===== src/fe_macros.svh =====
`ifndef FE_MACROS_SVH
`define FE_MACROS_SVH

// Data and address width.
`define FE_XLEN 32

// First fetch address after reset.
`define FE_RESET_PC 32'h8000_0000

// Iterations per multiply or divide.
`define FE_MD_CYCLES 32

`endif


===== src/fe_pkg.sv =====
`default_nettype none

package fe_pkg;

    // RV32 major opcodes that the front end reacts to.
    typedef enum logic [6:0] {
        op_jal    = 7'b1101111,
        op_jalr   = 7'b1100111,
        op_branch = 7'b1100011,
        op_op     = 7'b0110011,
        op_other  = 7'b0010011  // Op-imm stands in for any non-control word.
    } opcode_e;

    typedef enum logic [2:0] {
        br_beq = 3'b000,
        br_bne = 3'b001,
        br_blt = 3'b100,
        br_bge = 3'b101
    } br_funct_e;

    typedef enum logic {
        md_mul  = 1'b0,
        md_divu = 1'b1
    } md_op_e;

    typedef enum logic [1:0] {
        idle,
        wait_mem,
        done
    } fetch_state_e;

    typedef enum logic [1:0] {
        md_idle,
        md_run,
        md_finish
    } md_state_e;

endpackage

`default_nettype wire


===== src/fetch_if.sv =====
`timescale 1ns/1ps
`default_nettype none
`include "fe_macros.svh"

interface fetch_if;

    logic [`FE_XLEN-1:0] pc;       // Next fetch address.
    logic [`FE_XLEN-1:0] inst;
    logic [`FE_XLEN-1:0] inst_pc;  // Address the word was read from.
    logic                r_done;   // One cycle per returned word.

    modport pcgen (
        output pc,
        input  r_done
    );

    modport fetch (
        input  pc,
        output inst,
        output inst_pc,
        output r_done
    );

    modport decode (
        input  inst,
        input  inst_pc,
        input  r_done
    );

endinterface

`default_nettype wire


===== src/redirect_if.sv =====
`timescale 1ns/1ps
`default_nettype none
`include "fe_macros.svh"

interface redirect_if;

    logic                jalr_wait;  // Jalr seen, target follows next cycle.
    logic                redirect;
    logic [`FE_XLEN-1:0] target;
    logic                hold;       // Mul/divu in flight.

    modport decode (
        output jalr_wait,
        output redirect,
        output target,
        output hold
    );

    modport pcgen (
        input  jalr_wait,
        input  redirect,
        input  target,
        input  hold
    );

endinterface

`default_nettype wire


===== src/pc_gen.sv =====
`timescale 1ns/1ps
`default_nettype none
`include "fe_macros.svh"

module pc_gen (
    input  wire       clk,
    input  wire       rst_n,
    fetch_if.pcgen    fif,
    redirect_if.pcgen rif
);

    logic [`FE_XLEN-1:0] curr_pc;
    logic                jalr_d;
    logic                hold_d;
    logic                pc_en;

    always_ff @(posedge clk or negedge rst_n) begin
        if (!rst_n) begin
            jalr_d <= 1'b0;
            hold_d <= 1'b0;
        end else begin
            jalr_d <= rif.jalr_wait;
            hold_d <= rif.hold;
        end
    end

    // Falling hold marks the finish cycle of a mul/divu.
    assign pc_en = fif.r_done | jalr_d | (hold_d & ~rif.hold);

    always_ff @(posedge clk or negedge rst_n) begin
        if (!rst_n) begin
            curr_pc <= `FE_RESET_PC;
        end else if (pc_en) begin
            if (rif.hold) begin
                curr_pc <= curr_pc;
            end else if (rif.jalr_wait) begin
                curr_pc <= curr_pc;  // Rs1 is sampled this cycle.
            end else if (jalr_d || rif.redirect) begin
                curr_pc <= rif.target;
            end else begin
                curr_pc <= curr_pc + `FE_XLEN'(4);
            end
        end
    end

    assign fif.pc = curr_pc;

    // A held instruction can never also be a control transfer.
    a_no_redirect_in_hold: assert property (
        @(posedge clk) disable iff (!rst_n)
        !(rif.redirect && rif.hold)
    );

endmodule

`default_nettype wire


===== src/fetch_unit.sv =====
`timescale 1ns/1ps
`default_nettype none
`include "fe_macros.svh"

module fetch_unit (
    input  wire                 clk,
    input  wire                 rst_n,
    output logic                imem_req,
    output logic [`FE_XLEN-1:0] imem_addr,
    input  wire  [`FE_XLEN-1:0] imem_rdata,
    input  wire                 imem_rvalid,
    fetch_if.fetch              fif,
    input  wire                 rif_hold,
    input  wire                 jalr_busy
);

    fe_pkg::fetch_state_e state;
    logic                 hold_q;
    logic                 jalr_q;
    logic                 stall;

    // The PC settles one cycle after hold drops or a jalr resolves.
    assign stall = rif_hold | hold_q | jalr_q;

    always_ff @(posedge clk or negedge rst_n) begin
        if (!rst_n) begin
            state    <= fe_pkg::idle;
            imem_req <= 1'b0;
            hold_q   <= 1'b0;
            jalr_q   <= 1'b0;
        end else begin
            hold_q <= rif_hold;
            jalr_q <= jalr_busy;
            case (state)
                fe_pkg::idle: begin
                    if (!stall) begin
                        imem_req <= 1'b1;
                        state    <= fe_pkg::wait_mem;
                    end
                end
                fe_pkg::wait_mem: begin
                    if (imem_rvalid) begin
                        imem_req <= 1'b0;
                        state    <= fe_pkg::done;
                    end
                end
                default: begin
                    state <= fe_pkg::idle;  // Done lasts one cycle.
                end
            endcase
        end
    end

    always_ff @(posedge clk) begin
        if (state == fe_pkg::idle && !stall) begin
            imem_addr <= fif.pc;
        end
        if (state == fe_pkg::wait_mem && imem_rvalid) begin
            fif.inst    <= imem_rdata;
            fif.inst_pc <= imem_addr;
        end
    end

    assign fif.r_done = (state == fe_pkg::done);

    // Memory sees one steady address for the whole outstanding read.
    a_addr_stable: assert property (
        @(posedge clk) disable iff (!rst_n)
        imem_req && !imem_rvalid |=> imem_req && $stable(imem_addr)
    );

endmodule

`default_nettype wire


===== src/redirect_decode.sv =====
`timescale 1ns/1ps
`default_nettype none
`include "fe_macros.svh"

module redirect_decode (
    input  wire                 clk,
    input  wire                 rst_n,
    fetch_if.decode             fif,
    redirect_if.decode          rif,
    input  wire  [`FE_XLEN-1:0] rs1_data,
    input  wire  [`FE_XLEN-1:0] rs2_data,
    output logic                start,
    output fe_pkg::md_op_e      op,
    input  wire                 finish
);

    fe_pkg::opcode_e     opcode;
    logic [2:0]          funct3;
    logic [6:0]          funct7;
    logic [`FE_XLEN-1:0] imm_i;
    logic [`FE_XLEN-1:0] imm_b;
    logic [`FE_XLEN-1:0] imm_j;
    logic                br_taken;
    logic                is_jal;
    logic                is_md;
    logic                jalr_pend;
    logic [`FE_XLEN-1:0] jalr_base;
    logic [`FE_XLEN-1:0] jalr_ofs;
    logic [`FE_XLEN-1:0] jalr_sum;
    logic                md_busy;

    assign opcode = fe_pkg::opcode_e'(fif.inst[6:0]);
    assign funct3 = fif.inst[14:12];
    assign funct7 = fif.inst[31:25];

    assign imm_i = {{(`FE_XLEN-12){fif.inst[31]}}, fif.inst[31:20]};
    assign imm_b = {{(`FE_XLEN-12){fif.inst[31]}}, fif.inst[7], fif.inst[30:25],
                    fif.inst[11:8], 1'b0};
    assign imm_j = {{(`FE_XLEN-20){fif.inst[31]}}, fif.inst[19:12], fif.inst[20],
                    fif.inst[30:21], 1'b0};

    always_comb begin
        case (funct3)
            fe_pkg::br_beq: br_taken = (rs1_data == rs2_data);
            fe_pkg::br_bne: br_taken = (rs1_data != rs2_data);
            fe_pkg::br_blt: br_taken = ($signed(rs1_data) < $signed(rs2_data));
            fe_pkg::br_bge: br_taken = ($signed(rs1_data) >= $signed(rs2_data));
            default:        br_taken = 1'b0;
        endcase
    end

    assign is_jal = (opcode == fe_pkg::op_jal);

    // Only mul (000) and divu (101) of the M extension are handled.
    assign is_md = (opcode == fe_pkg::op_op) && (funct7 == 7'b0000001) &&
                   (funct3 == 3'b000 || funct3 == 3'b101);

    assign rif.jalr_wait = fif.r_done && (opcode == fe_pkg::op_jalr);
    assign rif.redirect  = jalr_pend |
                           (fif.r_done & (is_jal | (opcode == fe_pkg::op_branch && br_taken)));

    assign jalr_sum = jalr_base + jalr_ofs;

    always_comb begin
        if (jalr_pend)
            rif.target = {jalr_sum[`FE_XLEN-1:1], 1'b0};
        else if (is_jal)
            rif.target = fif.inst_pc + imm_j;
        else
            rif.target = fif.inst_pc + imm_b;
    end

    assign start    = fif.r_done & is_md;
    assign op       = funct3[2] ? fe_pkg::md_divu : fe_pkg::md_mul;
    assign rif.hold = start | (md_busy & ~finish);  // Drops in the finish cycle.

    always_ff @(posedge clk or negedge rst_n) begin
        if (!rst_n) begin
            jalr_pend <= 1'b0;
            md_busy   <= 1'b0;
        end else begin
            jalr_pend <= rif.jalr_wait;
            if (start)
                md_busy <= 1'b1;
            else if (finish)
                md_busy <= 1'b0;
        end
    end

    always_ff @(posedge clk) begin
        if (rif.jalr_wait) begin
            jalr_base <= rs1_data;
            jalr_ofs  <= imm_i;
        end
    end

endmodule

`default_nettype wire


===== src/muldiv_seq.sv =====
`timescale 1ns/1ps
`default_nettype none
`include "fe_macros.svh"

module muldiv_seq (
    input  wire                 clk,
    input  wire                 rst_n,
    input  wire                 start,
    input  wire fe_pkg::md_op_e op,
    input  wire  [`FE_XLEN-1:0] a,
    input  wire  [`FE_XLEN-1:0] b,
    output logic                finish,
    output logic [`FE_XLEN-1:0] result
);

    localparam int CNT_W = $clog2(`FE_MD_CYCLES);

    fe_pkg::md_state_e   state;
    fe_pkg::md_op_e      op_q;
    logic [CNT_W-1:0]    cnt;
    logic [`FE_XLEN-1:0] acc;   // Product, or partial remainder.
    logic [`FE_XLEN-1:0] opa;   // Multiplicand, or dividend turning into quotient.
    logic [`FE_XLEN-1:0] opb;   // Multiplier, or divisor.
    logic [`FE_XLEN:0]   rem_shift;
    logic [`FE_XLEN:0]   diff;

    assign rem_shift = {acc, opa[`FE_XLEN-1]};
    assign diff      = rem_shift - {1'b0, opb};

    always_ff @(posedge clk or negedge rst_n) begin
        if (!rst_n) begin
            state <= fe_pkg::md_idle;
            cnt   <= '0;
        end else begin
            case (state)
                fe_pkg::md_idle: begin
                    if (start) begin
                        state <= fe_pkg::md_run;
                        cnt   <= '0;
                    end
                end
                fe_pkg::md_run: begin
                    cnt <= cnt + CNT_W'(1);
                    if (cnt == CNT_W'(`FE_MD_CYCLES - 1))
                        state <= fe_pkg::md_finish;
                end
                default: begin
                    state <= fe_pkg::md_idle;
                end
            endcase
        end
    end

    always_ff @(posedge clk) begin
        if (state == fe_pkg::md_idle && start) begin
            op_q <= op;
            acc  <= '0;
            opa  <= a;
            opb  <= b;
        end else if (state == fe_pkg::md_run) begin
            if (op_q == fe_pkg::md_mul) begin
                if (opb[0])
                    acc <= acc + opa;
                opa <= opa << 1;
                opb <= opb >> 1;
            end else if (!diff[`FE_XLEN]) begin
                acc <= diff[`FE_XLEN-1:0];  // Divisor fits, keep the difference.
                opa <= {opa[`FE_XLEN-2:0], 1'b1};
            end else begin
                acc <= rem_shift[`FE_XLEN-1:0];
                opa <= {opa[`FE_XLEN-2:0], 1'b0};
            end
        end
    end

    // A zero divisor always fits, so the quotient comes out all ones.
    assign finish = (state == fe_pkg::md_finish);
    assign result = (op_q == fe_pkg::md_mul) ? acc : opa;

    // The decoder holds fetch, so no new mul/divu can reach us mid-run.
    a_no_restart: assert property (
        @(posedge clk) disable iff (!rst_n)
        start |-> state == fe_pkg::md_idle
    );

endmodule

`default_nettype wire


===== src/fe_top.sv =====
`timescale 1ns/1ps
`default_nettype none
`include "fe_macros.svh"

module fe_top (
    input  wire                 clk,
    input  wire                 rst_n,
    output logic                imem_req,
    output logic [`FE_XLEN-1:0] imem_addr,
    input  wire  [`FE_XLEN-1:0] imem_rdata,
    input  wire                 imem_rvalid,
    input  wire  [`FE_XLEN-1:0] rs1_data,
    input  wire  [`FE_XLEN-1:0] rs2_data,
    output logic                md_valid,
    output logic [`FE_XLEN-1:0] md_result,
    output logic                inst_valid,
    output logic [`FE_XLEN-1:0] inst_pc
);

    fetch_if    fif ();
    redirect_if rif ();

    logic           md_start;
    logic           md_finish;
    fe_pkg::md_op_e md_op;

    pc_gen u_pc_gen (
        .clk   (clk),
        .rst_n (rst_n),
        .fif   (fif.pcgen),
        .rif   (rif.pcgen)
    );

    fetch_unit u_fetch_unit (
        .clk         (clk),
        .rst_n       (rst_n),
        .imem_req    (imem_req),
        .imem_addr   (imem_addr),
        .imem_rdata  (imem_rdata),
        .imem_rvalid (imem_rvalid),
        .fif         (fif.fetch),
        .rif_hold    (rif.hold),
        .jalr_busy   (rif.jalr_wait)
    );

    redirect_decode u_redirect_decode (
        .clk      (clk),
        .rst_n    (rst_n),
        .fif      (fif.decode),
        .rif      (rif.decode),
        .rs1_data (rs1_data),
        .rs2_data (rs2_data),
        .start    (md_start),
        .op       (md_op),
        .finish   (md_finish)
    );

    // Operands are sampled by the unit on the start edge.
    muldiv_seq u_muldiv_seq (
        .clk    (clk),
        .rst_n  (rst_n),
        .start  (md_start),
        .op     (md_op),
        .a      (rs1_data),
        .b      (rs2_data),
        .finish (md_finish),
        .result (md_result)
    );

    assign md_valid   = md_finish;
    assign inst_valid = fif.r_done;
    assign inst_pc    = fif.inst_pc;

endmodule

`default_nettype wire


===== config.mk =====
export PLATFORM = sky130hd
export DESIGN_NAME = fe_top
export DESIGN_NICKNAME = d
export VERILOG_FILES = /design/src/fe_pkg.sv /design/src/fetch_if.sv /design/src/redirect_if.sv /design/src/pc_gen.sv /design/src/fetch_unit.sv /design/src/redirect_decode.sv /design/src/muldiv_seq.sv /design/src/fe_top.sv
export VERILOG_INCLUDE_DIRS = /design/src
export SDC_FILE = /design/constraint.sdc
export NUM_CORES = 1
export LEC_CHECK = 0
export BUFFER_PORTS_ARGS = -buffer_cell sky130_fd_sc_hd__buf_2
export CORE_UTILIZATION = 64
export DETAILED_ROUTE_END_ITERATION = 8
export GPL_ROUTABILITY_DRIVEN = 0
export PLACE_DENSITY_LB_ADDON = 0.12
export REMOVE_ABC_BUFFERS = 1
export SLEW_MARGIN = 20
export SYNTH_ARGS = -nofsm -noshare
export SYNTH_HDL_FRONTEND = slang
export SYNTH_SLANG_ARGS = --single-unit

===== constraint.sdc =====
create_clock -name clk -period 8.32 [get_ports clk]
set_input_delay 2.496 -clock clk [delete_from_list [all_inputs] [get_ports clk]]
set_output_delay 2.496 -clock clk [all_outputs]
set_load 0.005 [all_outputs]

Word-level counts from Yosys, hierarchy flattened:

Cells that the tools add are included.

* multiplexer cells: 29
* bitwise operators: 14
* add/subtract/negate cells: 7
* reduce and logical (&&, ||, !) cells: 25
* eq/ne operators: 20
* order comparisons: 2

Operators by type and width (number)
* 2-to-1 mux 32 bit: 12
* adder 32 bit: 4
* subtractor 33 x 32 -> 33 bit: 1
* adder 32 x 3 -> 32 bit, second input constant: 1
* equality test 32 bit: 1
* >= comparator 32 bit: 1
* less-than comparator 32 bit: 1
* inequality test 32 bit: 1
* equality test 7 bit, second input constant: 3
* one-hot mux 5 bit (2 select lines): 1
* AND reduction 2 bit: 5
* nonzero test 2 bit: 5
* 2-to-1 mux 2 bit: 4
* one-hot mux 2 bit (2 select lines): 2
* equality test 7 x 1 -> 1 bit, second input constant: 1
* equality test 7 x 6 -> 1 bit, second input constant: 1
* logical AND 1 bit: 7
* 2-to-1 mux 1 bit: 7
* OR 1 bit: 7
* equality test 3 bit, second input constant: 2
* inequality test 2 bit, second input constant: 3
* AND reduction 3 bit: 2
* adder 5 x 1 -> 5 bit, second input constant: 1
* equality test 5 bit, second input constant: 1
* 13 further kinds: 23

* word-level logic and storage cells: 114
* bits in registers: 282
* output and inout bits: 99
* bits of input ports: 99

Logic depth before layout (Yosys ltp):

Gate-level depths: netlist of the first run.

* depth after elaboration: 9
* depth in mapped cells: 18
* depth with buffers taken out: 16

By module:

A second synthesis of the first run with hierarchy kept.

* cell total of the unflattened synthesis: 2034
* area total of the unflattened synthesis: 19364.8 sq um

By module, submodules not included
* muldiv_seq: cells an instance 1010, seq. area each 2767.7 sq um, area an instance 8436.8 sq um, times used 1
* redirect_decode: cells an instance 667, seq. area each 1371.3 sq um, area an instance 5784.3 sq um, times used 1
* fetch_unit: cells an instance 110, seq. area each 3007.9 sq um, area an instance 3075.4 sq um, times used 1
* pc_gen: cells an instance 247, seq. area each 852.1 sq um, area an instance 2068.2 sq um, times used 1

Worst setup path after synthesis of the first run:

No wires, ideal clock.

* path kind: input -> register
* start point: input port imem_rvalid
* end point: register u_fetch_unit.fif.inst[0] (enable)
* setup slack: 2.606 ns
* path buffers: 0
* data arrival time: 5.227 ns
* library setup time: 0.487 ns
* data required time: 7.833 ns
* cell stages on the path: 2
* cell sequence: inv_1 -> nor2_1

* word-level cells in the longest chain between the ends: 1

Ends and longest elaborated chain
* from (decl): RTL line fe_top.sv:11 `input wire imem_rvalid,`
* logical AND 1 bit: RTL line fetch_unit.sv:58 `if (state == fe_pkg::wait_mem && imem_rvalid) begin`
* to (signal assigned): RTL line fetch_unit.sv:59 `fif.inst <= imem_rdata;`
* to (decl): RTL line fetch_if.sv:19 `output inst,`

No other way between the ends.
A chain may end at the register's enable or synchronous reset.

Worst setup path after layout of the first run:

* start point: input port rs2_data[30]
* end point: register u_pc_gen.curr_pc[31], in the netlist u_pc_gen.fif.pc[31]

* word-level cells in the longest chain between the ends: 8
* elaborated cells between the ends (all ways): 11
* those cells by class: 2 x order compare; 2 x eq/ne; 2 x mux; 3 x bitwise; 2 x reduce/logical

Ends and longest elaborated chain
* from (decl): RTL line fe_top.sv:13 `` input wire [`FE_XLEN-1:0] rs2_data, ``
* >= comparator 32 bit (tied with other cells): RTL line redirect_decode.sv:47 `fe_pkg::br_bge: br_taken = ($signed(rs1_data) >= $signed(rs2_data));`
* one-hot mux 1 bit (4 select lines) *: RTL line redirect_decode.sv:43 `case (funct3)`
* logical AND 1 bit *: RTL line redirect_decode.sv:60 `(fif.r_done & (is_jal | (opcode == fe_pkg::op_branch && br_taken)));`
* OR 1 bit *: RTL line redirect_decode.sv:60
* bitwise AND 1 bit *: RTL line redirect_decode.sv:60
* OR 1 bit *: RTL line redirect_decode.sv:59 `assign rif.redirect = jalr_pend |`
* logical OR 1 bit *: RTL line pc_gen.sv:38 `end else if (jalr_d || rif.redirect) begin`
* 2-to-1 mux 32 bit *: RTL line pc_gen.sv:38
* to (signal assigned): RTL line pc_gen.sv:37 `curr_pc <= curr_pc;`
* to (signal assigned): RTL line pc_gen.sv:39 `curr_pc <= rif.target;`
* to (signal assigned): RTL line pc_gen.sv:41 `` curr_pc <= curr_pc + `FE_XLEN'(4); ``
* to (decl): RTL line pc_gen.sv:12 `` logic [`FE_XLEN-1:0] curr_pc; ``

Mark *: on every way between the ends. The rest lies on a longest branch, timed or not.

==> results of run 1 <==
cells in the final DEF, fill, tap and decap left out, types with 46 or more instances in the layout:
cell type / count
edfxtp_1: 205
o21ai_0: 140
nand2_1: 245
inv_1: 110
xnor2_1: 58
nor2_1: 107
nand3_1: 49
a21o_1: 71
a21oi_1: 161
ha_1: 158
buf_2: 197
xor2_1: 46
cells by family (layout without fill, tap and decap cells):
family	Yosys count	count (layout)	share of synthesized area, %
DFF	282	282	41.8
AOI/OAI and AO/OA	615	615	21.1
and+or+nand+nor	564	564	13.9
muxes	62	62	3.61
xor gates and xnor gates	104	104	4.81
buffers and inverters	187	385	3.95
adders and majority gates	162	162	10.9
other	0	1	0
report_power, final:
group          switching, mW  leakage (nW)  total [mW]  internal, mW
clock                  0.594         0.509        1.45         0.855
combinational          0.468          6.02       0.771         0.303
sequential             0.104          2.57        1.79          1.68
per-layer routing:
layer	up-vias	share of wire (%)	wire length [um]
met3	116	8.2	4270
met1	7847	41	21700
met4	2	3.3	1710
met5	-	0.023	12
li1	7694	-	-
met2	776	47	24600
through the flow:
| stage | cells | area [um^2] | setup slack, ns |
|---|---|---|---|
| finish | 2559 | 21300 | 2.69 |
| global route | 2558 | 21300 | 2.58 |
| CTS | 2557 | 21300 | 2.57 |
| detailed placement | 2499 | 20200 | 2.04 |
| global placement | 2499 | 20200 | 2.23 |
| floorplan | 1900 | 18600 | 2.61 |
registers in the layout, summed over array words and instances (netlist names):
signal                       flops
u_muldiv_seq.acc                32
u_fetch_unit.imem_req            1
u_redirect_decode.jalr_base     32
u_fetch_unit.fif.inst           32
u_muldiv_seq.cnt                 5
u_fetch_unit.hold_q              1
u_muldiv_seq.opb                32
u_fetch_unit.fif.inst_pc        32
u_fetch_unit.imem_addr          32
u_pc_gen.fif.pc                 32
u_fetch_unit.state               2
u_redirect_decode.jalr_ofs      12
u_redirect_decode.jalr_pend      1
u_muldiv_seq.state               2
u_muldiv_seq.op_q                1
u_muldiv_seq.opa                32
u_redirect_decode.md_busy        1
cell type report:
type	count	area, um^2
multi-input combinational	1507	10300
sequential	282	7920
fill	2159	7600
timing repair buffer	216	1150
clock buffer	36	815
tap	384	480
inverter	111	417
clock inverter	22	249
antenna	1	2.50
worst max-delay path by stage:
stage | endpoint | slack, ns | cells after the start
floorplan | u_fetch_unit.fif.inst[0] | 2.61 | 2
global placement | u_pc_gen.fif.pc[30] | 2.23 | 13
detailed placement | u_pc_gen.fif.pc[30] | 2.04 | 13
CTS | u_pc_gen.fif.pc[30] | 2.57 | 13
global route | u_pc_gen.fif.pc[31] | 2.58 | 11
finish | u_pc_gen.fif.pc[31] | 2.69 | 12
==> impl_metrics.csv, run 1 <==
group,metric,value,unit
synthesis,yosys-top-cells-area,"edfxtp_1 32%, ha_1 10%, dfrtp_1 5.8%, nand2_1 4.9%, a21oi_1 4.3%",
timing,hold_viol,0,
synthesis,synth_top_cell_area_share,32.5,%
route,via_per_inst,6.42,
clock_network,insertion_delay,0.58,ns
setup_path,path_cells,"buf_2, inv_1, ha_1, and3_1, a221oi_1, or4bb_1, a22oi_2, mux2i_4, nand2_4, nor3_1, and3b_1, a211oi_1",
floorplan,coreArea,28900,um^2
setup_path,end_kind,"flip-flop",
synthesis,postSynthCellCount,1976,
setup_path,r2r-start,"u_fetch_unit.fif.inst[1]",
synthesis,synth-seq-cells,282,
timing,holdWs,0.443,ns
timing,tns,0,ns
synthesis,synth.cell_area,18900,um^2
synthesis,synthArstFlopShare,16.0,%
setup_path,r2r_slack,3.31,ns
floorplan,die_x,174,um
clock_network,path_clk_slew,0.06,ns
clock_network,cts_buffers,31,
floorplan,initial_core_util,65.5,%
setup_path,cp_max_fo,19,
setup_path,r2r-end,"u_pc_gen.fif.pc[31]",
route,antenna_left,0,
hold_path,hold_class,"reg2reg",
floorplan,dieArea,30300,um^2
final_layout,drive_gt1_share,16.1,%
clock_network,cts_tree,"yes",
route,drt-pass1-iter-count,7,
clock_network,h-tree-depth,1,
global_route,grt_max_degree,110,
route,wl_per_cell,20.4,um
final_layout,fin_util,73.7,%
global_route,grt_use_met1,44.4,%
clock_network,ctsLongestPathBuffers,3,
placed_design,dp_hpwl,38300,um
setup_path,start_kind,"primary input",
hold_path,hold_depth,0,
route,drt_iter0_markers,1660,
hold_path,min_to,"u_fetch_unit.fif.inst_pc[12]",
setup_path,r2r_cells,17,
hold_path,hold_start,"u_fetch_unit.imem_addr[12]",
synthesis,ys_seq_area_share,41.8,%
floorplan,die_h,174,um
setup_path,worstPathRequired,8.78,ns
clock_network,postCtsSetupRepairBufs,0,
global_route,grt_pass1_vias,15638,
timing,fin_skew,0.0183,ns
setup_path,critPathKind,"in2reg",
route,drc,0,
route,route.vias.total,16435,
global_route,grt_pass1_wl,80800,um
synthesis,synth.distinct_cells,91,
floorplan,io_pins,198,
global_route,grt-ovfl-total,0,
power,finalPower,4.00,mW
placed_design,io_buffers,197,
setup_path,cp_num_buf_inv,2,
timing,slew_viol_final,0,
global_route,top_usage_layer,"met2",
setup_path,cpLargestDelayFamily,"simple AND/OR/NAND/NOR gates",
setup_path,cp_slowest_cell,"nor3_1",
global_route,antenna_found_initial,2,
power,p_per_area,188,nW/um^2
timing,timing.fmax,0.178,GHz
synthesis,synth_flop_cell,"edfxtp_1",
timing,rsz0062_at_grt,"no",
timing,slew_headroom,28.0,%
setup_path,max_stage_delay,0.72,ns
setup_path,crit_start,"rs2_data[30]",
run_status,status,"completed",
timing,layout_min_cycle_time,5.63,ns
power,p_leak,9.10,nW
global_route,met2_usage,55.2,%
timing,finalSetupViolCount,0,
clock_network,cts-root-buf,"clkbuf_16",
synthesis,yosysMostFrequentCell,"nand2_1",
power,irDropWorstVdd,213,uV
clock_network,cts.repair.resized,0,
synthesis,synth.avg_cell_area,9.59,um^2
clock_network,cts_hold_repair.buffers,0,
job,max_cap_violations,0,
final_layout,fin_nets,2410,
global_route,globalRouteTotalUtil,33.3,%
synthesis,yosys-top-cells-count,"245 x nand2_1, 205 x edfxtp_1, 161 x a21oi_1",
clock_network,cts.sinks,282,
timing,worstMarginPinSlew,1.08,ns
synthesis,synth_edf_count,205,
final_layout,syn_to_final_growth,12.6,%
setup_path,worst-endpoint-arrival,6.09,ns
synthesis,yosys.area.top_type,"edfxtp_1",
timing,period_share,67.7,%
synthesis,yosysWarnings,0,
global_route,gr-usage-met3,5.40,%
floorplan,rows,62,
route,totalWireLength,52300,um
Note: power is estimated with default switching activity, not from simulation.
==> inputs of run 2 (changes only) <==
--- a/config.mk
+++ b/config.mk
@@ -6,8 +6,9 @@
 export SDC_FILE = /design/constraint.sdc
 export NUM_CORES = 1
 export LEC_CHECK = 0
+export ABC_AREA = 1
 export BUFFER_PORTS_ARGS = -buffer_cell sky130_fd_sc_hd__buf_2
-export CORE_UTILIZATION = 64
+export CORE_UTILIZATION = 55
 export DETAILED_ROUTE_END_ITERATION = 8
 export GPL_ROUTABILITY_DRIVEN = 0
 export PLACE_DENSITY_LB_ADDON = 0.12
==> constraint.sdc (replaced) <==
create_clock -name clk -period 4.6 [get_ports clk]
set_input_delay 1.38 -clock clk [delete_from_list [all_inputs] [get_ports clk]]
set_output_delay 1.38 -clock clk [all_outputs]
set_load 0.005 [all_outputs]
==> impl_metrics.csv, run 2 <==
group,metric,value,unit
synthesis,yosys-top-cells-area,"edfxtp_1 30%, nand2_1 12%, ha_1 9.6%, inv_1 6.4%, o21ai_0 5.8%",
timing,layout_min_cycle_time,4.22,ns
power,switching_share,34.1,%
power,p_switching,2.95,mW
global_route,globalRouteTotalUtil,32.0,%
route,route.vias.total,19574,
power,p_per_area,374,nW/um^2
setup_path,cp_slowest_cell,"o21ai_0",
final_layout,multi_input_area,11000,um^2
clock_network,cts-root-buf,"clkbuf_16",
setup_path,worst-endpoint-arrival,4.65,ns
synthesis,synth-seq-cells,282,
placed_design,placed_cells,3308,
final_layout,fin_cells,3372,
clock_network,postCtsSetupRepairBufs,0,
clock_network,ctsLongestPathBuffers,3,
final_layout,seqCellArea,7920,um^2
power,power_frac_seq,42.7,%
timing,timing.fmax,0.237,GHz
clock_network,cts_buffers,34,
global_route,antenna_found_initial,3,
timing,period_share,91.8,%
synthesis,synth_flop_cell,"edfxtp_1",
global_route,grt_pass1_wl,96700,um
clock_network,cts_tree,"yes",
timing,timing.final.ws_setup,0.376,ns
clock_network,path_clk_slew,0.06,ns
final_layout,syn_to_final_growth,12.4,%
clock_network,insertion_delay,0.55,ns
route,drt-pass1-iter-count,6,
setup_path,end_kind,"flip-flop",
clock_network,cts_hold_repair.buffers,0,
clock_network,cts.sinks,282,
synthesis,synth_top_cell_area_share,30.0,%
hold_path,hold_depth,0,
synthesis,synth.cell_area,20500,um^2
synthesis,yosysWarnings,0,
clock_network,h-tree-depth,2,
timing,hold_viol,0,
floorplan,coreArea,36700,um^2
final_layout,final_cell_mix,"680 x nand2_1, 347 x inv_1, 238 x o21ai_0",
timing,slew_headroom,28.7,%
timing,finalSetupViolCount,0,
route,totalWireLength,60700,um
clock_network,cts.repair.resized,0,
floorplan,die_h,195,um
synthesis,synth.distinct_cells,64,
synthesis,yosys.area.top_type,"edfxtp_1",
power,finalPower,8.63,mW
route,antenna_left,0,
final_layout,drive_gt1_share,10.9,%
setup_path,r2r_cells,22,
synthesis,synthArstFlopShare,16.0,%
power,p_int,5.69,mW
setup_path,worstPathRequired,5.03,ns
power,p_leak,10.9,nW
synthesis,synth_edf_count,205,
placed_design,place_area,22000,um^2
final_layout,fillers,3290,
synthesis,synth.avg_cell_area,7.61,um^2
timing,fin_skew,0.0266,ns
final_layout,fin_util,62.8,%
run_status,status,"completed",
timing,holdWs,0.439,ns
final_layout,final_common_cell,"nand2_1",
synthesis,postSynthCellCount,2695,
setup_path,critPathKind,"reg2reg",
route,wl_per_cell,18.0,um
power,irDropWorstVdd,416,uV
job,max_cap_violations,0,
power,pwr-share-comb,26.4,%
route,via_per_inst,5.80,
timing,rsz0062_at_grt,"no",
global_route,grt-ovfl-total,0,
final_layout,fin_area,23100,um^2
synthesis,yosys-top-cells-count,"680 x nand2_1, 349 x inv_1, 239 x o21ai_0",
setup_path,cp_max_fo,10,
setup_path,path_cells,"nor2_1, nand2_1, nor2_1, nand4_1, buf_4, nand2_1, o21ai_0, inv_1, ha_1, nand2_1, nor2_1, nand4_1, o21ai_0, nand2_1, nand2_1, nand2_1, nand2_1, a21oi_1, o21ai_0, o21ai_0, nand3_1, nand3_1",
floorplan,initial_core_util,55.9,%
synthesis,yosysMostFrequentCell,"nand2_1",
global_route,grt_max_degree,116,
setup_path,max_stage_delay,0.57,ns
hold_path,hold_class,"reg2reg",
setup_path,cp_common_cell,"nand2_1",
route,drc,0,
synthesis,ys_seq_area_share,38.6,%
placed_design,pre_cts_ws,0.422,ns
global_route,grt_pass1_vias,18102,
floorplan,io_pins,198,
floorplan,dieArea,38100,um^2
timing,slew_viol_final,0,
floorplan,rows,70,
placed_design,dp_hpwl,46500,um
placed_design,io_buffers,197,
setup_path,start_kind,"flip-flop",
route,drt_iter0_markers,1770,
timing,worstMarginPinSlew,1.06,ns
timing,tns,0,ns
power,pwr-share-clk,30.9,%
final_layout,fin_nets,3137,
floorplan,die_x,195,um
## run 2: worst max-delay path, delay by kind of cell, from the launching register on
kind	cells	cell delay, ns
and+or+nand+nor	14	1.98
AOI/OAI and AO/OA	5	1.12
buffers and inverters	2	0.41
DFF	1	0.39
adders and majority gates	1	0.19
## run 2: routing by layer
metal  routed length (um)  GRT usage, %  up-vias
li1                     -             -     9480
met4                 2050          11.8        2
met1                27800          47.3     9097
met3                 5450          5.84      123
met2                25300          46.4      872
met5                    8             0        -
## run 2: kinds of logic after synthesis
logic type | count (synthesis) | share of synthesized area, %
AOI/OAI and AO/OA | 561 | 14.9
xor gates and xnor gates | 75 | 3.20
adders and majority gates | 162 | 10.0
buffers and inverters | 424 | 8.04
DFF | 282 | 38.6
muxes | 6 | 0.323
and+or+nand+nor | 1185 | 24.9
## run 2: path summary, 6_finish.rpt
kind / to / slack, ns / start
setup / recovery: u_pc_gen.fif.pc[23] / 0.38 / u_fetch_unit.fif.inst[4]
hold / removal: u_fetch_unit.fif.inst_pc[26] / 0.44 / u_fetch_unit.imem_addr[26]
setup reg to reg: u_pc_gen.fif.pc[23] / 0.38 / u_fetch_unit.fif.inst[4]
hold reg to reg: u_fetch_unit.fif.inst_pc[26] / 0.44 / u_fetch_unit.imem_addr[26]
max in group asynchronous: u_pc_gen.fif.pc[28] / 3.30 / rst_n
min in group asynchronous: u_pc_gen.fif.pc[0] / 0.85 / rst_n
## run 2: power by group through the flow
stage	sequential, mW	clock [mW]	combinational (mW)
CTS	3.70	2.72	2.25
global placement	3.72	0	2.18
global route	3.74	2.80	2.56
finish	3.69	2.66	2.28
detailed placement	3.74	0	2.23
floorplan	3.66	0	1.45
## run 2: area by class of cell
class,instances,area share [%]
Antenna cell,2,0.0217
Multi-Input combinational cell,1989,47.6
Inverter,352,5.73
Clock buffer,44,3.90
Tap cell,468,2.54
Sequential cell,282,34.4
Timing Repair Buffer,217,5.05
Clock inverter,18,0.787
